==> src/source/mcu_pkg.sv <==
// ############################
// address map and register offsets
// only the upper 16 address bits select a region
// ############################
`default_nettype none

package mcu_pkg;

  localparam int unsigned BUS_WIDTH = 32;

  // region bases
  localparam logic [BUS_WIDTH-1:0] RAM_BASE      = 32'h0000_0000;
  localparam logic [BUS_WIDTH-1:0] SOC_CTRL_BASE = 32'h2000_0000;
  localparam logic [BUS_WIDTH-1:0] TIMER_BASE    = 32'h2001_0000;
  localparam logic [BUS_WIDTH-1:0] GPIO_BASE     = 32'h2002_0000;
  localparam logic [BUS_WIDTH-1:0] REGION_MASK   = 32'hFFFF_0000;

  typedef enum logic [2:0] {
    TGT_RAM,
    TGT_SOC_CTRL,
    TGT_TIMER,
    TGT_GPIO,
    TGT_NONE
  } bus_target_e;

  // returned for reads outside every region
  localparam logic [BUS_WIDTH-1:0] BUS_ERR_DATA = 32'hBADCAB1E;

  localparam logic [3:0] SOC_EXIT_VALUE_OFFS = 4'h0;
  localparam logic [3:0] SOC_EXIT_VALID_OFFS = 4'h4;
  localparam logic [3:0] SOC_BOOT_SEL_OFFS   = 4'h8;

  localparam logic [3:0] TIMER_MTIME_OFFS = 4'h0;
  localparam logic [3:0] TIMER_CMP_OFFS   = 4'h4;
  localparam logic [3:0] TIMER_CTRL_OFFS  = 4'h8;

  localparam logic [3:0] GPIO_IN_OFFS  = 4'h0;
  localparam logic [3:0] GPIO_OUT_OFFS = 4'h4;
  localparam logic [3:0] GPIO_EN_OFFS  = 4'h8;

endpackage

`default_nettype wire
==> src/source/obi_bus_if.sv <==
// ############################
// one bus-to-target link, word accesses only
// no grant since every target is always ready
// ############################
`timescale 1ns/10ps
`default_nettype none

interface obi_bus_if;

  import mcu_pkg::*;

  logic                 req;
  logic                 we;
  logic [BUS_WIDTH-1:0] addr;
  logic [BUS_WIDTH-1:0] wdata;
  logic                 rvalid;
  logic [BUS_WIDTH-1:0] rdata;

  modport manager (
    output req, we, addr, wdata,
    input  rvalid, rdata
  );

  modport target (
    input  req, we, addr, wdata,
    output rvalid, rdata
  );

endinterface

`default_nettype wire

==> src/source/system_bus.sv <==
// ############################
// single master and no arbitration
// response comes one cycle after each request
// ############################
`timescale 1ns/10ps
`default_nettype none

module system_bus (
  input  logic                         clk_i,
  input  logic                         rst_i,
  input  logic                         bus_req_i,
  input  logic                         bus_we_i,
  input  logic [mcu_pkg::BUS_WIDTH-1:0] bus_addr_i,
  input  logic [mcu_pkg::BUS_WIDTH-1:0] bus_wdata_i,
  output logic                         bus_gnt_o,
  output logic                         bus_rvalid_o,
  output logic [mcu_pkg::BUS_WIDTH-1:0] bus_rdata_o,
  obi_bus_if.manager                   ram_o,
  obi_bus_if.manager                   soc_ctrl_o,
  obi_bus_if.manager                   timer_o,
  obi_bus_if.manager                   gpio_o
);

  import mcu_pkg::*;

  bus_target_e tgt;
  bus_target_e resp_tgt_q;
  logic        resp_pend_q;

  always_comb begin
    case (bus_addr_i & REGION_MASK)
      RAM_BASE:      tgt = TGT_RAM;
      SOC_CTRL_BASE: tgt = TGT_SOC_CTRL;
      TIMER_BASE:    tgt = TGT_TIMER;
      GPIO_BASE:     tgt = TGT_GPIO;
      default:       tgt = TGT_NONE;
    endcase
  end

  // targets never stall
  assign bus_gnt_o = bus_req_i;

  assign ram_o.req      = bus_req_i && (tgt == TGT_RAM);
  assign soc_ctrl_o.req = bus_req_i && (tgt == TGT_SOC_CTRL);
  assign timer_o.req    = bus_req_i && (tgt == TGT_TIMER);
  assign gpio_o.req     = bus_req_i && (tgt == TGT_GPIO);

  assign ram_o.we      = bus_we_i;
  assign soc_ctrl_o.we = bus_we_i;
  assign timer_o.we    = bus_we_i;
  assign gpio_o.we     = bus_we_i;

  assign ram_o.addr      = bus_addr_i;
  assign soc_ctrl_o.addr = bus_addr_i;
  assign timer_o.addr    = bus_addr_i;
  assign gpio_o.addr     = bus_addr_i;

  assign ram_o.wdata      = bus_wdata_i;
  assign soc_ctrl_o.wdata = bus_wdata_i;
  assign timer_o.wdata    = bus_wdata_i;
  assign gpio_o.wdata     = bus_wdata_i;

  // remember who owes the next response
  always_ff @(posedge clk_i) begin
    if (rst_i) begin
      resp_pend_q <= 1'b0;
      resp_tgt_q  <= TGT_NONE;
    end else begin
      resp_pend_q <= bus_req_i;
      if (bus_req_i) begin
        resp_tgt_q <= tgt;
      end
    end
  end

  always_comb begin
    case (resp_tgt_q)
      TGT_RAM: begin
        bus_rvalid_o = resp_pend_q && ram_o.rvalid;
        bus_rdata_o  = ram_o.rdata;
      end
      TGT_SOC_CTRL: begin
        bus_rvalid_o = resp_pend_q && soc_ctrl_o.rvalid;
        bus_rdata_o  = soc_ctrl_o.rdata;
      end
      TGT_TIMER: begin
        bus_rvalid_o = resp_pend_q && timer_o.rvalid;
        bus_rdata_o  = timer_o.rdata;
      end
      TGT_GPIO: begin
        bus_rvalid_o = resp_pend_q && gpio_o.rvalid;
        bus_rdata_o  = gpio_o.rdata;
      end
      default: begin
        // an unmapped address answers locally and drops writes
        bus_rvalid_o = resp_pend_q;
        bus_rdata_o  = BUS_ERR_DATA;
      end
    endcase
  end

endmodule

`default_nettype wire

==> src/flat_wrapper.sv <==
// flat-port wrapper written by rule: the top's interface ports become plain ports
module system_bus_flat import mcu_pkg::*;
  (clk_i, rst_i, bus_req_i, bus_we_i, bus_addr_i, bus_wdata_i, bus_gnt_o, bus_rvalid_o, bus_rdata_o, ram_o_req, ram_o_we, ram_o_addr, ram_o_wdata, ram_o_rvalid, ram_o_rdata, soc_ctrl_o_req, soc_ctrl_o_we, soc_ctrl_o_addr, soc_ctrl_o_wdata, soc_ctrl_o_rvalid, soc_ctrl_o_rdata, timer_o_req, timer_o_we, timer_o_addr, timer_o_wdata, timer_o_rvalid, timer_o_rdata, gpio_o_req, gpio_o_we, gpio_o_addr, gpio_o_wdata, gpio_o_rvalid, gpio_o_rdata);
  obi_bus_if ram_o_i ();
  obi_bus_if soc_ctrl_o_i ();
  obi_bus_if timer_o_i ();
  obi_bus_if gpio_o_i ();
  input  logic clk_i;
  input  logic rst_i;
  input  logic bus_req_i;
  input  logic bus_we_i;
  input  logic [mcu_pkg::BUS_WIDTH-1:0] bus_addr_i;
  input  logic [mcu_pkg::BUS_WIDTH-1:0] bus_wdata_i;
  output logic bus_gnt_o;
  output logic bus_rvalid_o;
  output logic [mcu_pkg::BUS_WIDTH-1:0] bus_rdata_o;
  output wire logic [$bits(ram_o_i.req)-1:0] ram_o_req;
  output wire logic [$bits(ram_o_i.we)-1:0] ram_o_we;
  output wire logic [$bits(ram_o_i.addr)-1:0] ram_o_addr;
  output wire logic [$bits(ram_o_i.wdata)-1:0] ram_o_wdata;
  input wire logic [$bits(ram_o_i.rvalid)-1:0] ram_o_rvalid;
  input wire logic [$bits(ram_o_i.rdata)-1:0] ram_o_rdata;
  output wire logic [$bits(soc_ctrl_o_i.req)-1:0] soc_ctrl_o_req;
  output wire logic [$bits(soc_ctrl_o_i.we)-1:0] soc_ctrl_o_we;
  output wire logic [$bits(soc_ctrl_o_i.addr)-1:0] soc_ctrl_o_addr;
  output wire logic [$bits(soc_ctrl_o_i.wdata)-1:0] soc_ctrl_o_wdata;
  input wire logic [$bits(soc_ctrl_o_i.rvalid)-1:0] soc_ctrl_o_rvalid;
  input wire logic [$bits(soc_ctrl_o_i.rdata)-1:0] soc_ctrl_o_rdata;
  output wire logic [$bits(timer_o_i.req)-1:0] timer_o_req;
  output wire logic [$bits(timer_o_i.we)-1:0] timer_o_we;
  output wire logic [$bits(timer_o_i.addr)-1:0] timer_o_addr;
  output wire logic [$bits(timer_o_i.wdata)-1:0] timer_o_wdata;
  input wire logic [$bits(timer_o_i.rvalid)-1:0] timer_o_rvalid;
  input wire logic [$bits(timer_o_i.rdata)-1:0] timer_o_rdata;
  output wire logic [$bits(gpio_o_i.req)-1:0] gpio_o_req;
  output wire logic [$bits(gpio_o_i.we)-1:0] gpio_o_we;
  output wire logic [$bits(gpio_o_i.addr)-1:0] gpio_o_addr;
  output wire logic [$bits(gpio_o_i.wdata)-1:0] gpio_o_wdata;
  input wire logic [$bits(gpio_o_i.rvalid)-1:0] gpio_o_rvalid;
  input wire logic [$bits(gpio_o_i.rdata)-1:0] gpio_o_rdata;
  assign ram_o_req = ram_o_i.req;
  assign ram_o_we = ram_o_i.we;
  assign ram_o_addr = ram_o_i.addr;
  assign ram_o_wdata = ram_o_i.wdata;
  assign ram_o_i.rvalid = ram_o_rvalid;
  assign ram_o_i.rdata = ram_o_rdata;
  assign soc_ctrl_o_req = soc_ctrl_o_i.req;
  assign soc_ctrl_o_we = soc_ctrl_o_i.we;
  assign soc_ctrl_o_addr = soc_ctrl_o_i.addr;
  assign soc_ctrl_o_wdata = soc_ctrl_o_i.wdata;
  assign soc_ctrl_o_i.rvalid = soc_ctrl_o_rvalid;
  assign soc_ctrl_o_i.rdata = soc_ctrl_o_rdata;
  assign timer_o_req = timer_o_i.req;
  assign timer_o_we = timer_o_i.we;
  assign timer_o_addr = timer_o_i.addr;
  assign timer_o_wdata = timer_o_i.wdata;
  assign timer_o_i.rvalid = timer_o_rvalid;
  assign timer_o_i.rdata = timer_o_rdata;
  assign gpio_o_req = gpio_o_i.req;
  assign gpio_o_we = gpio_o_i.we;
  assign gpio_o_addr = gpio_o_i.addr;
  assign gpio_o_wdata = gpio_o_i.wdata;
  assign gpio_o_i.rvalid = gpio_o_rvalid;
  assign gpio_o_i.rdata = gpio_o_rdata;
  system_bus u_core (.clk_i(clk_i), .rst_i(rst_i), .bus_req_i(bus_req_i), .bus_we_i(bus_we_i), .bus_addr_i(bus_addr_i), .bus_wdata_i(bus_wdata_i), .bus_gnt_o(bus_gnt_o), .bus_rvalid_o(bus_rvalid_o), .bus_rdata_o(bus_rdata_o), .ram_o(ram_o_i), .soc_ctrl_o(soc_ctrl_o_i), .timer_o(timer_o_i), .gpio_o(gpio_o_i));
endmodule
==> config.mk <==
export PLATFORM = sky130hd
export DESIGN_NAME = system_bus_flat
export DESIGN_NICKNAME = d
export VERILOG_FILES = /design/src/source/mcu_pkg.sv /design/src/source/obi_bus_if.sv /design/src/source/system_bus.sv /design/src/flat_wrapper.sv
export SDC_FILE = /design/constraint.sdc
export NUM_CORES = 1
export LEC_CHECK = 0
export BUFFER_PORTS_ARGS = -buffer_cell sky130_fd_sc_hd__clkbuf_2
export CORE_AREA = 3 3 195 197
export DETAILED_ROUTE_END_ITERATION = 10
export DIE_AREA = 0 0 198 200
export GPL_ROUTABILITY_DRIVEN = 0
export GPL_TIMING_DRIVEN = 0
export HOLD_SLACK_MARGIN = 0.1
export SLEW_MARGIN = 20
export SYNTH_ARGS = -nofsm -noshare
export SYNTH_HDL_FRONTEND = slang
export SYNTH_SLANG_ARGS = --single-unit
==> constraint.sdc <==
create_clock -name clk_i -period 2.6 [get_ports clk_i]
set_input_delay 0.52 -clock clk_i [delete_from_list [all_inputs] [get_ports clk_i]]
set_output_delay 0.52 -clock clk_i [all_outputs]
set_load 0.02 [all_outputs]
# --- Word-level counts from Yosys, hierarchy flattened ---
# Index checks and enable logic that the tools add are counted.
# W data, S select, Z words.
word_totals:
  out_inout_bits: 298
  regBits: 4
  input_bits: 200
classes:
  mux: 3
  reduce_logical: 11
  eq_ne: 9
op_table:
  columns: ["cell", "n"]
  rows:
  - ["$pmux W32 S4", 1]
  - ["$eq A16 B14 Y1 const B", 3]
  - ["$logic_not A32 Y1", 1]
  - ["$eq A3 B2 Y1 const B", 4]
  - ["$pmux W3 S4", 1]
  - ["$logic_and A1 B1 Y1", 8]
  - ["$eq A3 B1 Y1 const B", 2]
  - ["$logic_not A3 Y1", 2]
  - ["$pmux W1 S4", 1]

# --- Longest topological paths before layout ---
# Gate-level depths: netlist (run 1).
depth:
  ltp_word: 4
  depth_mapped: 4

# --- Least setup slack after synthesis (run 1) ---
# No wires, ideal clock.
synth_path:
  path_type: "input to output"
  start: "in bus_addr_i[25] (netlist bit)"
  end: "out timer_o_req"
  t_arrival_ns: 1.679
  setup_slack_ns: 0.401
  cell_stages: 3
  cell_sequence: "nor4b_1 > nand4_1 > nor3b_1"
synth_between:
  elab_chain_len: 4
  word_cells_on_any_way: 7
synth_rtl:
  columns: ["item", "line_no", "text"]
  rows:
  - ["start, declared", "flat_wrapper.sv:12", "input logic [mcu_pkg::BUS_WIDTH-1:0] bus_addr_i;"]
  - ["$eq A16 B14 Y1 / $logic_not A32 Y1 (equally long branches)", "system_bus.sv:31", "case (bus_addr_i & REGION_MASK)"]
  - ["$pmux W3 S4 *", "system_bus.sv:31", null]
  - ["$eq A3 B2 Y1 *", "system_bus.sv:45", "assign timer_o.req = bus_req_i && (tgt == TGT_TIMER);"]
  - ["$logic_and A1 B1 Y1 *", "system_bus.sv:45", null]
  - ["end, declared", "flat_wrapper.sv:29", "output wire logic [$bits(timer_o_i.req)-1:0] timer_o_req;"]
# Mark *: on every way between the ends. The rest lies on a longest branch, timed or not.

# --- Final worst setup path (run 1) ---
layout_path:
  start: "reg u_core.resp_tgt_q[0]"
  end: "out bus_rdata_o[30] (netlist bit)"
layout_between:
  elab_chain_len: 2
  word_cells_on_any_way: 5
layout_rtl:
  columns: ["item", "line_no", "text"]
  rows:
  - ["start, declared", "system_bus.sv:27", "bus_target_e resp_tgt_q;"]
  - ["start signal, assigned", "system_bus.sv:71", "resp_tgt_q <= tgt;"]
  - ["$eq A3 B2 Y1, or another cell as far along", "system_bus.sv:77", "case (resp_tgt_q)"]
  - ["$pmux W32 S4 *", "system_bus.sv:77", null]
  - ["end, declared", "flat_wrapper.sv:16", "output logic [mcu_pkg::BUS_WIDTH-1:0] bus_rdata_o;"]
# Marks and branches as above.

==> results, run 1 <==
- For this run, the top clock speed supported by timing is approximately 0.41 GHz.
- The post-synthesis cell type with the largest combined area is buf_4.
- Along the worst path, the maximum fanout reaches 10.
- For this run, the total global-route usage over all layers was measured as around 6.8%.
- In this run the number of cells on the critical path is 5.
- The launch instance of the worst min-delay path is rst_i.
- The portion of synthesized cell area occupied by the leading cell type is 60.16%.
- The final-stage net count is 1018.
- Sequential elements use 2.459% of the synthesized area.
- The cell repeated most along the worst path is buf_6.
- The number of buffers and inverters on the critical path is 3.
- Data arrives at the worst endpoint at between 1500 and 2000 ps.
- The cell family contributing the most delay on the critical path is buffers and inverters.
- The post-synthesis instance area is 0.003257 mm².
- Counting the fill cells in the layout gives 4143.
- For this configuration, the core starts out at a cell density of under 10%.
- The ratio of final minimum period to clock period is 94.94%.
- The start of the worst register-to-register path is u_core.resp_tgt_q[1]$_SDFFE_PP0P_.
- The number of global-route vias before repair was 3604.
- After detailed placement, the design holds a cell count of around 1300.
- The overall die width is around 200 µm.
- Summed over all layers, the routed wires come to 15790 µm.
- The number of stages on the worst hold path is 2.
- The initial antenna violation count came to 2.
- The first global-routing pass estimated between 20000 and 25000 µm of wire.
- The total design power is about 0.0013 W.
- The per-instance average area after synthesis is 8.899 µm².
- The proportion of layout cells with a drive suffix above 1 is just over 90%.
- The total placed instance area is between 0.006 and 0.007 mm².
- The pin count of the biggest net entering global routing is 11.
- The number of DRC markers in iteration 0 is between 40 and 50.
- The count of antenna-violating nets left after detailed routing is 0.
- After the flow finishes, the layout carries non-filler instances totaling around 1300.
- The startpoint-to-endpoint class of the critical path is flip-flop to output port.
- The finished cells cover slightly above 0.006 mm².
- The clock arrives with 0 ps of skew.
- In this run, synthesis inferred 0 flip-flops with an integrated enable.
- The most frequent cell after synthesis is buf_4.
- Counting flops with an async set or reset pin after synthesis yields a share of 0%.
- Row generation in the floorplan step produced 70 rows.
- Using the TritonRoute via totals, the vias-per-cell ratio works out to between 2 and 3.
- For this run, the share of the core covered by cells in the final layout is 16.95%.
- The number of hold buffers added after CTS was 0.
- For the worst setup path, the data required time is between 2000 and 2500 ps.
- The critical path starts at u_core.resp_tgt_q[0]$_SDFFE_PP0P_.
- The tree built by TritonCTS fans out to 4 sinks.
- The die outline area is around 0.040 mm².
- Global routing finished with a remaining overflow of 0.
- The critical path launch point type is a flip-flop.
- The level count of the clock H-tree is 1.
- At the later pin of the worst-skew pair, clock insertion delay measures between 200 and 250 ps.
- The CTS tree is done.
- The Yosys warning count is 0.
- The final routed DRC violation total is 0.
- The final number of setup-violating endpoints is 0.
- In the synthesized netlist the dominant register cell turns out to be dfxtp_1.
- Headroom to the max-slew limit came out at between 50% and 60%.
- In the synthesized netlist, the cells that appear most often are buf_4, mux4_2, or2_1.
- For this run, the slowest stage of the critical path takes 610 ps.
- The detail-routed net length per standard cell is 12.30 µm.
- The worst IR drop on VDD is about 0.00013 V.
- The signal on the critical path passes through buf_6, buf_6, mux4_2, nor2b_1, clkbuf_2.
- The number of different library cells used by synthesis comes to 25.
- Setup repair after global routing left no endpoint under its margin.
- The area growth from synthesis to layout is 89.59%.
- Power spread over the standard cell area amounts to between 200 and 250 mW/mm².
- The deepest clock path buffer count is 2.
- The clock root buffer is clkbuf_16.
- On the critical path, the stage with the largest delay is an instance of mux4_2.
- From bottom edge to top edge, the die measures roughly 200 µm.
- In the post-synthesis netlist, the biggest area contributors are buf_4, mux4_2, mux4_1.
- The core outline area is roughly 0.036 mm².
- The number of max-slew violations in the final report is 0.
- The first detailed-routing pass took 4 iterations.
- The depth of the worst register-to-register path is 4.
- Clock-pin slew was measured on the worst setup and hold paths at roughly 30 ps.
- The flow ran to the end, and the final reports show no timing, DRC or antenna violations.
- Summed over all cells, the static leakage comes to between 3 and 4 nW.
- 0 antenna diodes ended up in the layout.
- The post-synthesis cell count is 366.
- TritonCTS created 3 clock buffers.
- For the pin with the worst max-slew slack, the measured transition is around 700 ps.
- The wire-length estimate of the detail-placed layout is approximately 15000 µm.
- Setup total negative slack on the finished layout was measured at 0 ps.
- The hold violation count in the final report is 0.
- The category of the worst setup path capture point is an output port.
- In this run the count of I/O pins placed on the die edge is 498.
- The post-synthesis net count is 566.
- The total via count in the routed design is ~3800.
- Setup slack on the worst reg-to-reg path comes out at 1170 ps.
- The time the final worst path needs with I/O delays and setup is 2468 ps.
- The count of port buffers added during placement is between 400 and 500.
- The path class of the tightest hold or removal check is primary input to flip-flop.
- Across the run, the number of max-cap violations was 0.
- Counting flops and latches in the post-synthesis netlist gives 4.
kinds of logic (layout without fill, tap and decap cells):
group	Yosys count	after routing	share of synthesized area (%)
AOI/OAI and AO/OA	5	5	1.114
xor gates and xnor gates	1	1	0.2690
buffers and inverters	274	724	63.27
DFF	4	4	2.459
muxes	33	33	23.40
and+or+nand+nor	49	49	9.489
cell type report:
cell class / count / area [µm²] / share of cell area, %
buffer: 274 / 2063 / 33.41
clock buffer: 3 / 75.07 / 1.216
multi-input combinational: 88 / 1131 / 18.32
sequential: 4 / 80.08 / 1.297
tap: 468 / 585.6 / 9.483
timing repair buffer: 447 / 2240 / 36.27
layer usage:
layer | up-vias | GRT usage [%] | share of wire (%)
li1 | 1856 | - | -
met1 | 1686 | 7.357 | 36
met2 | 245 | 13.84 | 54
met3 | 12 | 1.158 | 8.4
met4 | 4 | 1.573 | 1.2
met5 | - | 0 | 0.15
worst reg2reg max path, delay by kind of cell (launching register included):
kind	cells	cell delay, ps
and+or+nand+nor	1	460
DFF	1	290
AOI/OAI and AO/OA	1	70
buffers and inverters	2	510
state kept, by name, indices dropped and copies added (netlist names):
register,cells
u_core.resp_tgt_q,3
u_core.resp_pend_q,1
report_power, final:
part           internal (W)  switching [W]  leakage [nW]
combinational      0.000497       0.000467          3.41
clock              0.000196      0.0000408        0.0370
sequential        0.0000627     0.00000126        0.0325
through the flow:
stage	worst slack (ps)	hold WS, ps
3_3_place_gp	-308.8	770.1
3_5_place_dp	-366.0	779.4
5_1_grt	33.90	577.7
6_report	131.6	550.9
2_1_floorplan	400.6	591.6
4_1_cts	73.21	548.5
cells in the final DEF, fill, tap and decap left out:
master,n
nor4b_1,1
o21a_1,1
buf_12,2
xnor2_1,1
nor3_1,1
nor4_4,1
clkbuf_2,446
buf_2,3
buf_4,263
dfxtp_1,4
buf_6,2
mux4_2,28
nor4_1,2
o31a_1,1
or3_1,1
nor2b_1,14
nand4_1,2
mux4_1,5
nor2_1,2
or2_2,4
nand2_1,1
o21ai_0,1
or2_1,15
o31ai_1,2
nor3b_1,3
clkbuf_16,3
or3b_2,2
clkbuf_1,5
worst paths after layout:
check                                                          to
worst min register to register  u_core.resp_tgt_q[2]$_SDFFE_PP1P_
worst min-delay path                u_core.resp_pend_q$_SDFF_PP0_
worst max-delay path                              bus_rdata_o[30]
worst max register to register  u_core.resp_tgt_q[1]$_SDFFE_PP0P_
what timing repair did:
action / 4_1_cts / 5_1_grt
setup buffers: 0 / 1
pin swaps: 1 / 1
gates resized for setup: 3 / 0
hold endpoints to repair: 0 / 0
endpoints found under the setup margin: 5 / 2
Note: power is estimated with default switching activity, not from simulation.
==> inputs of run 2 (changes only) <==
--- a/config.mk
+++ b/config.mk
@@ -7,6 +7,7 @@
 export LEC_CHECK = 0
 export BUFFER_PORTS_ARGS = -buffer_cell sky130_fd_sc_hd__clkbuf_2
 export CORE_AREA = 3 3 195 197
+export CTS_CLUSTER_DIAMETER = 150
 export DETAILED_ROUTE_END_ITERATION = 10
 export DIE_AREA = 0 0 198 200
 export GPL_ROUTABILITY_DRIVEN = 0
==> constraint.sdc (replaced) <==
create_clock -name clk_i -period 2.9 [get_ports clk_i]
set_input_delay 0.58 -clock clk_i [delete_from_list [all_inputs] [get_ports clk_i]]
set_output_delay 0.58 -clock clk_i [all_outputs]
set_load 0.02 [all_outputs]
==> run 2 against run 1 <==
Cell count unchanged. Combinational power decreased by 10%. Via count increased by 0.18%. Final area is 0.26% lower. Die area is the same. First-iteration DRC count is 4.7% higher. Hold slack improved by 59 ps. Register-to-register slack improved by 160 ps. Critical path depth is the same. Non-clock buffer count is 1 lower.
==> results, run 2 (synthesis gave the netlist of run 1 again) <==
- The kind of path behind the tightest hold check is primary input to flip-flop (unchanged).
- The final number of setup-violating endpoints came to 0 (unchanged).
- The commonest non-fill, non-tap cell in the layout was clkbuf_2 (unchanged).
- The count of port buffers added during placement came to 446 (unchanged).
- The core outline area is 0.03643 mm² (unchanged).
- The number of standard-cell rows in the floorplan came to 70 (unchanged).
- The placed instance count is 1280 (unchanged).
- After layout, the minimum clock period comes to 2616 ps.
- The flip-flop count of the largest register after layout is 3 (unchanged).
- The number of stages on the worst hold path came to 2 (unchanged).
- The total global routing track utilization is 6.831% (was 6.842%).
- The number of DRC markers in iteration 0 was 45 (was 43).
- The number of max-capacitance violations reported is 0 (unchanged).
- The worst max-slew margin expressed relative to the limit is 54.40% (was 54.41%).
- The deepest clock path buffer count is 2 (unchanged).
- The clock slew at the register clock pins of the worst setup and hold paths came to 30 ps (about the same).
- The static leakage came to 3.474 nW (was 3.479 nW).
- The first-pass iteration count of the detailed router came to 2 (was 4).
- The register ranked first by flip-flop count is u_core.resp_tgt_q (unchanged).
- The CTS sink count was 4 (unchanged).
- The hold violation count in the final report is 0 (unchanged).
- The critical path data arrival time was 2040 ps (was 1950 ps).
- The total via count in the routed design was 3810 (was 3803).
- The vertical die dimension came to 200 µm (unchanged).
- The worst setup path startpoint is bus_addr_i[26] (was u_core.resp_tgt_q[0]$_SDFFE_PP0P_).
- The later-pin clock latency in the skew report is 220 ps (about the same).
- The register-to-register setup slack is 1330 ps (was 1170 ps).
- The residual overflow from global routing is 0 (unchanged).
- The wire length of the first global-routing pass is 20440 µm (was 20500 µm).
- The detail-routed net length per standard cell is 12.32 µm (was 12.30 µm).
- The final-stage net count is 1017 (was 1018).
- The tightest hold margin is 610.2 ps (was 550.9 ps).
- Run status: finished clean (unchanged).
- The clock root buffer is clkbuf_16 (unchanged).
- The cell repeated most along the worst path is clkbuf_2 (was buf_6).
- The worst stage delay on the critical path was 490 ps (was 610 ps).
- The power density over the cells was 184.1 mW/mm² (was 204.9 mW/mm²).
- In the finished design, the share of the clock period the worst path needs comes to about nine tenths.
- The pin count of the biggest net entering global routing is 11 (unchanged).
- The final routed DRC violation total is 0 (unchanged).
- The final worst slack came to 283.8 ps (was 131.6 ps).
- The number of global-route vias before repair is 3592 (was 3604).
- The non-filler instance count after layout was 1284 (unchanged).
- The total placed instance area is 0.006075 mm² (unchanged).
- The setup slack at placement is -186.0 ps (was -366.0 ps).
- The largest driver fanout on the critical path is 5 (was 10).
- The detailed placement HPWL came to 14770 µm (unchanged).
- The startpoint-to-endpoint class of the critical path was primary input to output port (was flip-flop to output port).
- The count of antenna-violating nets left after detailed routing is 0 (unchanged).
- Ordered cell list for the critical path: clkbuf_2, nor4_2, nand4_1, nor3b_1, clkbuf_2 (was buf_6, buf_6, mux4_2, nor2b_1, clkbuf_2).
- The fraction of power consumed by the clock network was 18.8% (was 18.7%).
- Top library cells by usage in the layout, fill and taps aside: clkbuf_2, buf_4, mux4_2, or2_1, nor2b_1 (unchanged).
- The required arrival time at the worst endpoint is 2320 ps (was 2080 ps).
- The pin slew with the least headroom to its limit is 684.0 ps (was 683.9 ps).
- The wire length reported by the detailed router is 15820 µm (was 15790 µm).
- The number of placed I/O pins is 498 (unchanged).
- The depth of the worst register-to-register path is 4 (unchanged).
- The part of the power in combinational logic was 76.2% (about the same).
- The share of total power in sequential cells is 5.1% (about the same).
- Timing would allow up to 0.3822 GHz.
- The net switching share of the total power was 40.24% (was 40.26%).
- The capture point of the worst path is timer_o_req (was bus_rdata_o[30]).
- The net switching component of the power is 0.0004561 W (was 0.0005095 W).
- The final non-filler cell area is 0.006158 mm² (was 0.006175 mm²).
- The CTS tree is done (unchanged).
- The number of buffers inserted during clock tree synthesis was 3 (unchanged).
- The level count of the clock H-tree is 1 (unchanged).
- The category of the worst setup path capture point is an output port (unchanged).
- The initial antenna violation count is 2 (unchanged).
- The via count normalized by instance count is 2.967 (was 2.962).
- Registers with the most flip-flops: u_core.resp_tgt_q: 3 flops, u_core.resp_pend_q: 1 flops (unchanged).
- The area growth from synthesis to layout was 89.09% (was 89.59%).
- The overall die width is 198 µm (unchanged).
- Setup repair after global routing missed its margin: no (unchanged).
- The start of the worst register-to-register path is u_core.resp_tgt_q[1]$_SDFFE_PP0P_ (unchanged).
- The die outline area came to 0.03960 mm² (unchanged).
- The proportion of layout cells with a drive suffix above 1 was 92.39% (was 92.40%).
- The critical path launch point type is a primary input (was flip-flop).
- The number of max-slew violations in the final report is 0 (unchanged).
- The worst IR drop on VDD is 0.0001172 V (was 0.0001308 V).
- The internal power is 0.0006774 W (was 0.0007559 W).
- The slowest stage cell on the critical path is nor4_2 (was mux4_2).
- The clock skew after layout is 0 ps (unchanged).
- The initial core utilization came to 8.939% (unchanged).
- The worst reg2reg path endpoint is u_core.resp_tgt_q[1]$_SDFFE_PP0P_ (unchanged).
run 2: cell count changes in the layout (fill, tap and decap cells not counted):
cell / delta
diode_2: +1
nor4_4: -1
buf_2: +1
buf_4: -2
nor4_2: +1
run 2: worst min path at each step:
stage / to / startpoint
5_1_grt: u_core.resp_pend_q$_SDFF_PP0_ / rst_i
2_1_floorplan: u_core.resp_tgt_q[2]$_SDFFE_PP1P_ / u_core.resp_tgt_q[2]$_SDFFE_PP1P_
3_5_place_dp: u_core.resp_pend_q$_SDFF_PP0_ / rst_i
3_3_place_gp: u_core.resp_pend_q$_SDFF_PP0_ / rst_i
6_report: u_core.resp_pend_q$_SDFF_PP0_ / rst_i
4_1_cts: u_core.resp_pend_q$_SDFF_PP0_ / rst_i
run 2: layout make-up:
type,count,area (µm²)
multi-input cells,88,1122
clock buffers,3,75.07
well taps,468,585.6
plain buffers,274,2061
flip-flops and latches,4,80.08
diodes,1,2.502
fillers,4147,30280
repair buffers,446,2232
run 2: routing by layer:
metal	routed length, µm	share of wire, %	GRT usage (%)
met4	184	1.2	1.573
met2	8636	55	13.82
met5	31	0.20	0
met3	1332	8.4	1.158
met1	5638	36	7.347
run 2: stage by stage:
stage	utilization [%]	power [W]	TNS [ps]
final	16.90	0.001134	0
after CTS	16.90	0.001149	0
after detailed placement	16.67	0.0009292	-644.5
after global placement	16.67	0.0009220	-465.3
after floorplan	-	0.0006273	0
after global routing	16.90	0.001200	0
run 2: what timing repair did:
| item | in CTS | in global routing |
|---|---|---|
| gates resized for setup | 1 | 0 |
| hold buffers | 0 | 0 |
| setup endpoints to repair | 4 | 0 |
| buffers inserted | 0 | 0 |
run 2: power groups by stage:
stage,combinational [W],sequential (W),clock (W)
after floorplan,0.000570,0.0000570,0
after global placement,0.000864,0.0000581,0
after detailed placement,0.000871,0.0000581,0
after CTS,0.000874,0.0000574,0.000217
after global routing,0.000922,0.0000574,0.000220
final,0.000863,0.0000573,0.000213
run 2: worst max-delay path, delay by kind of cell:
family,cells,cell delay (ps)
buffers and inverters,2,330
and+or+nand+nor,3,1120
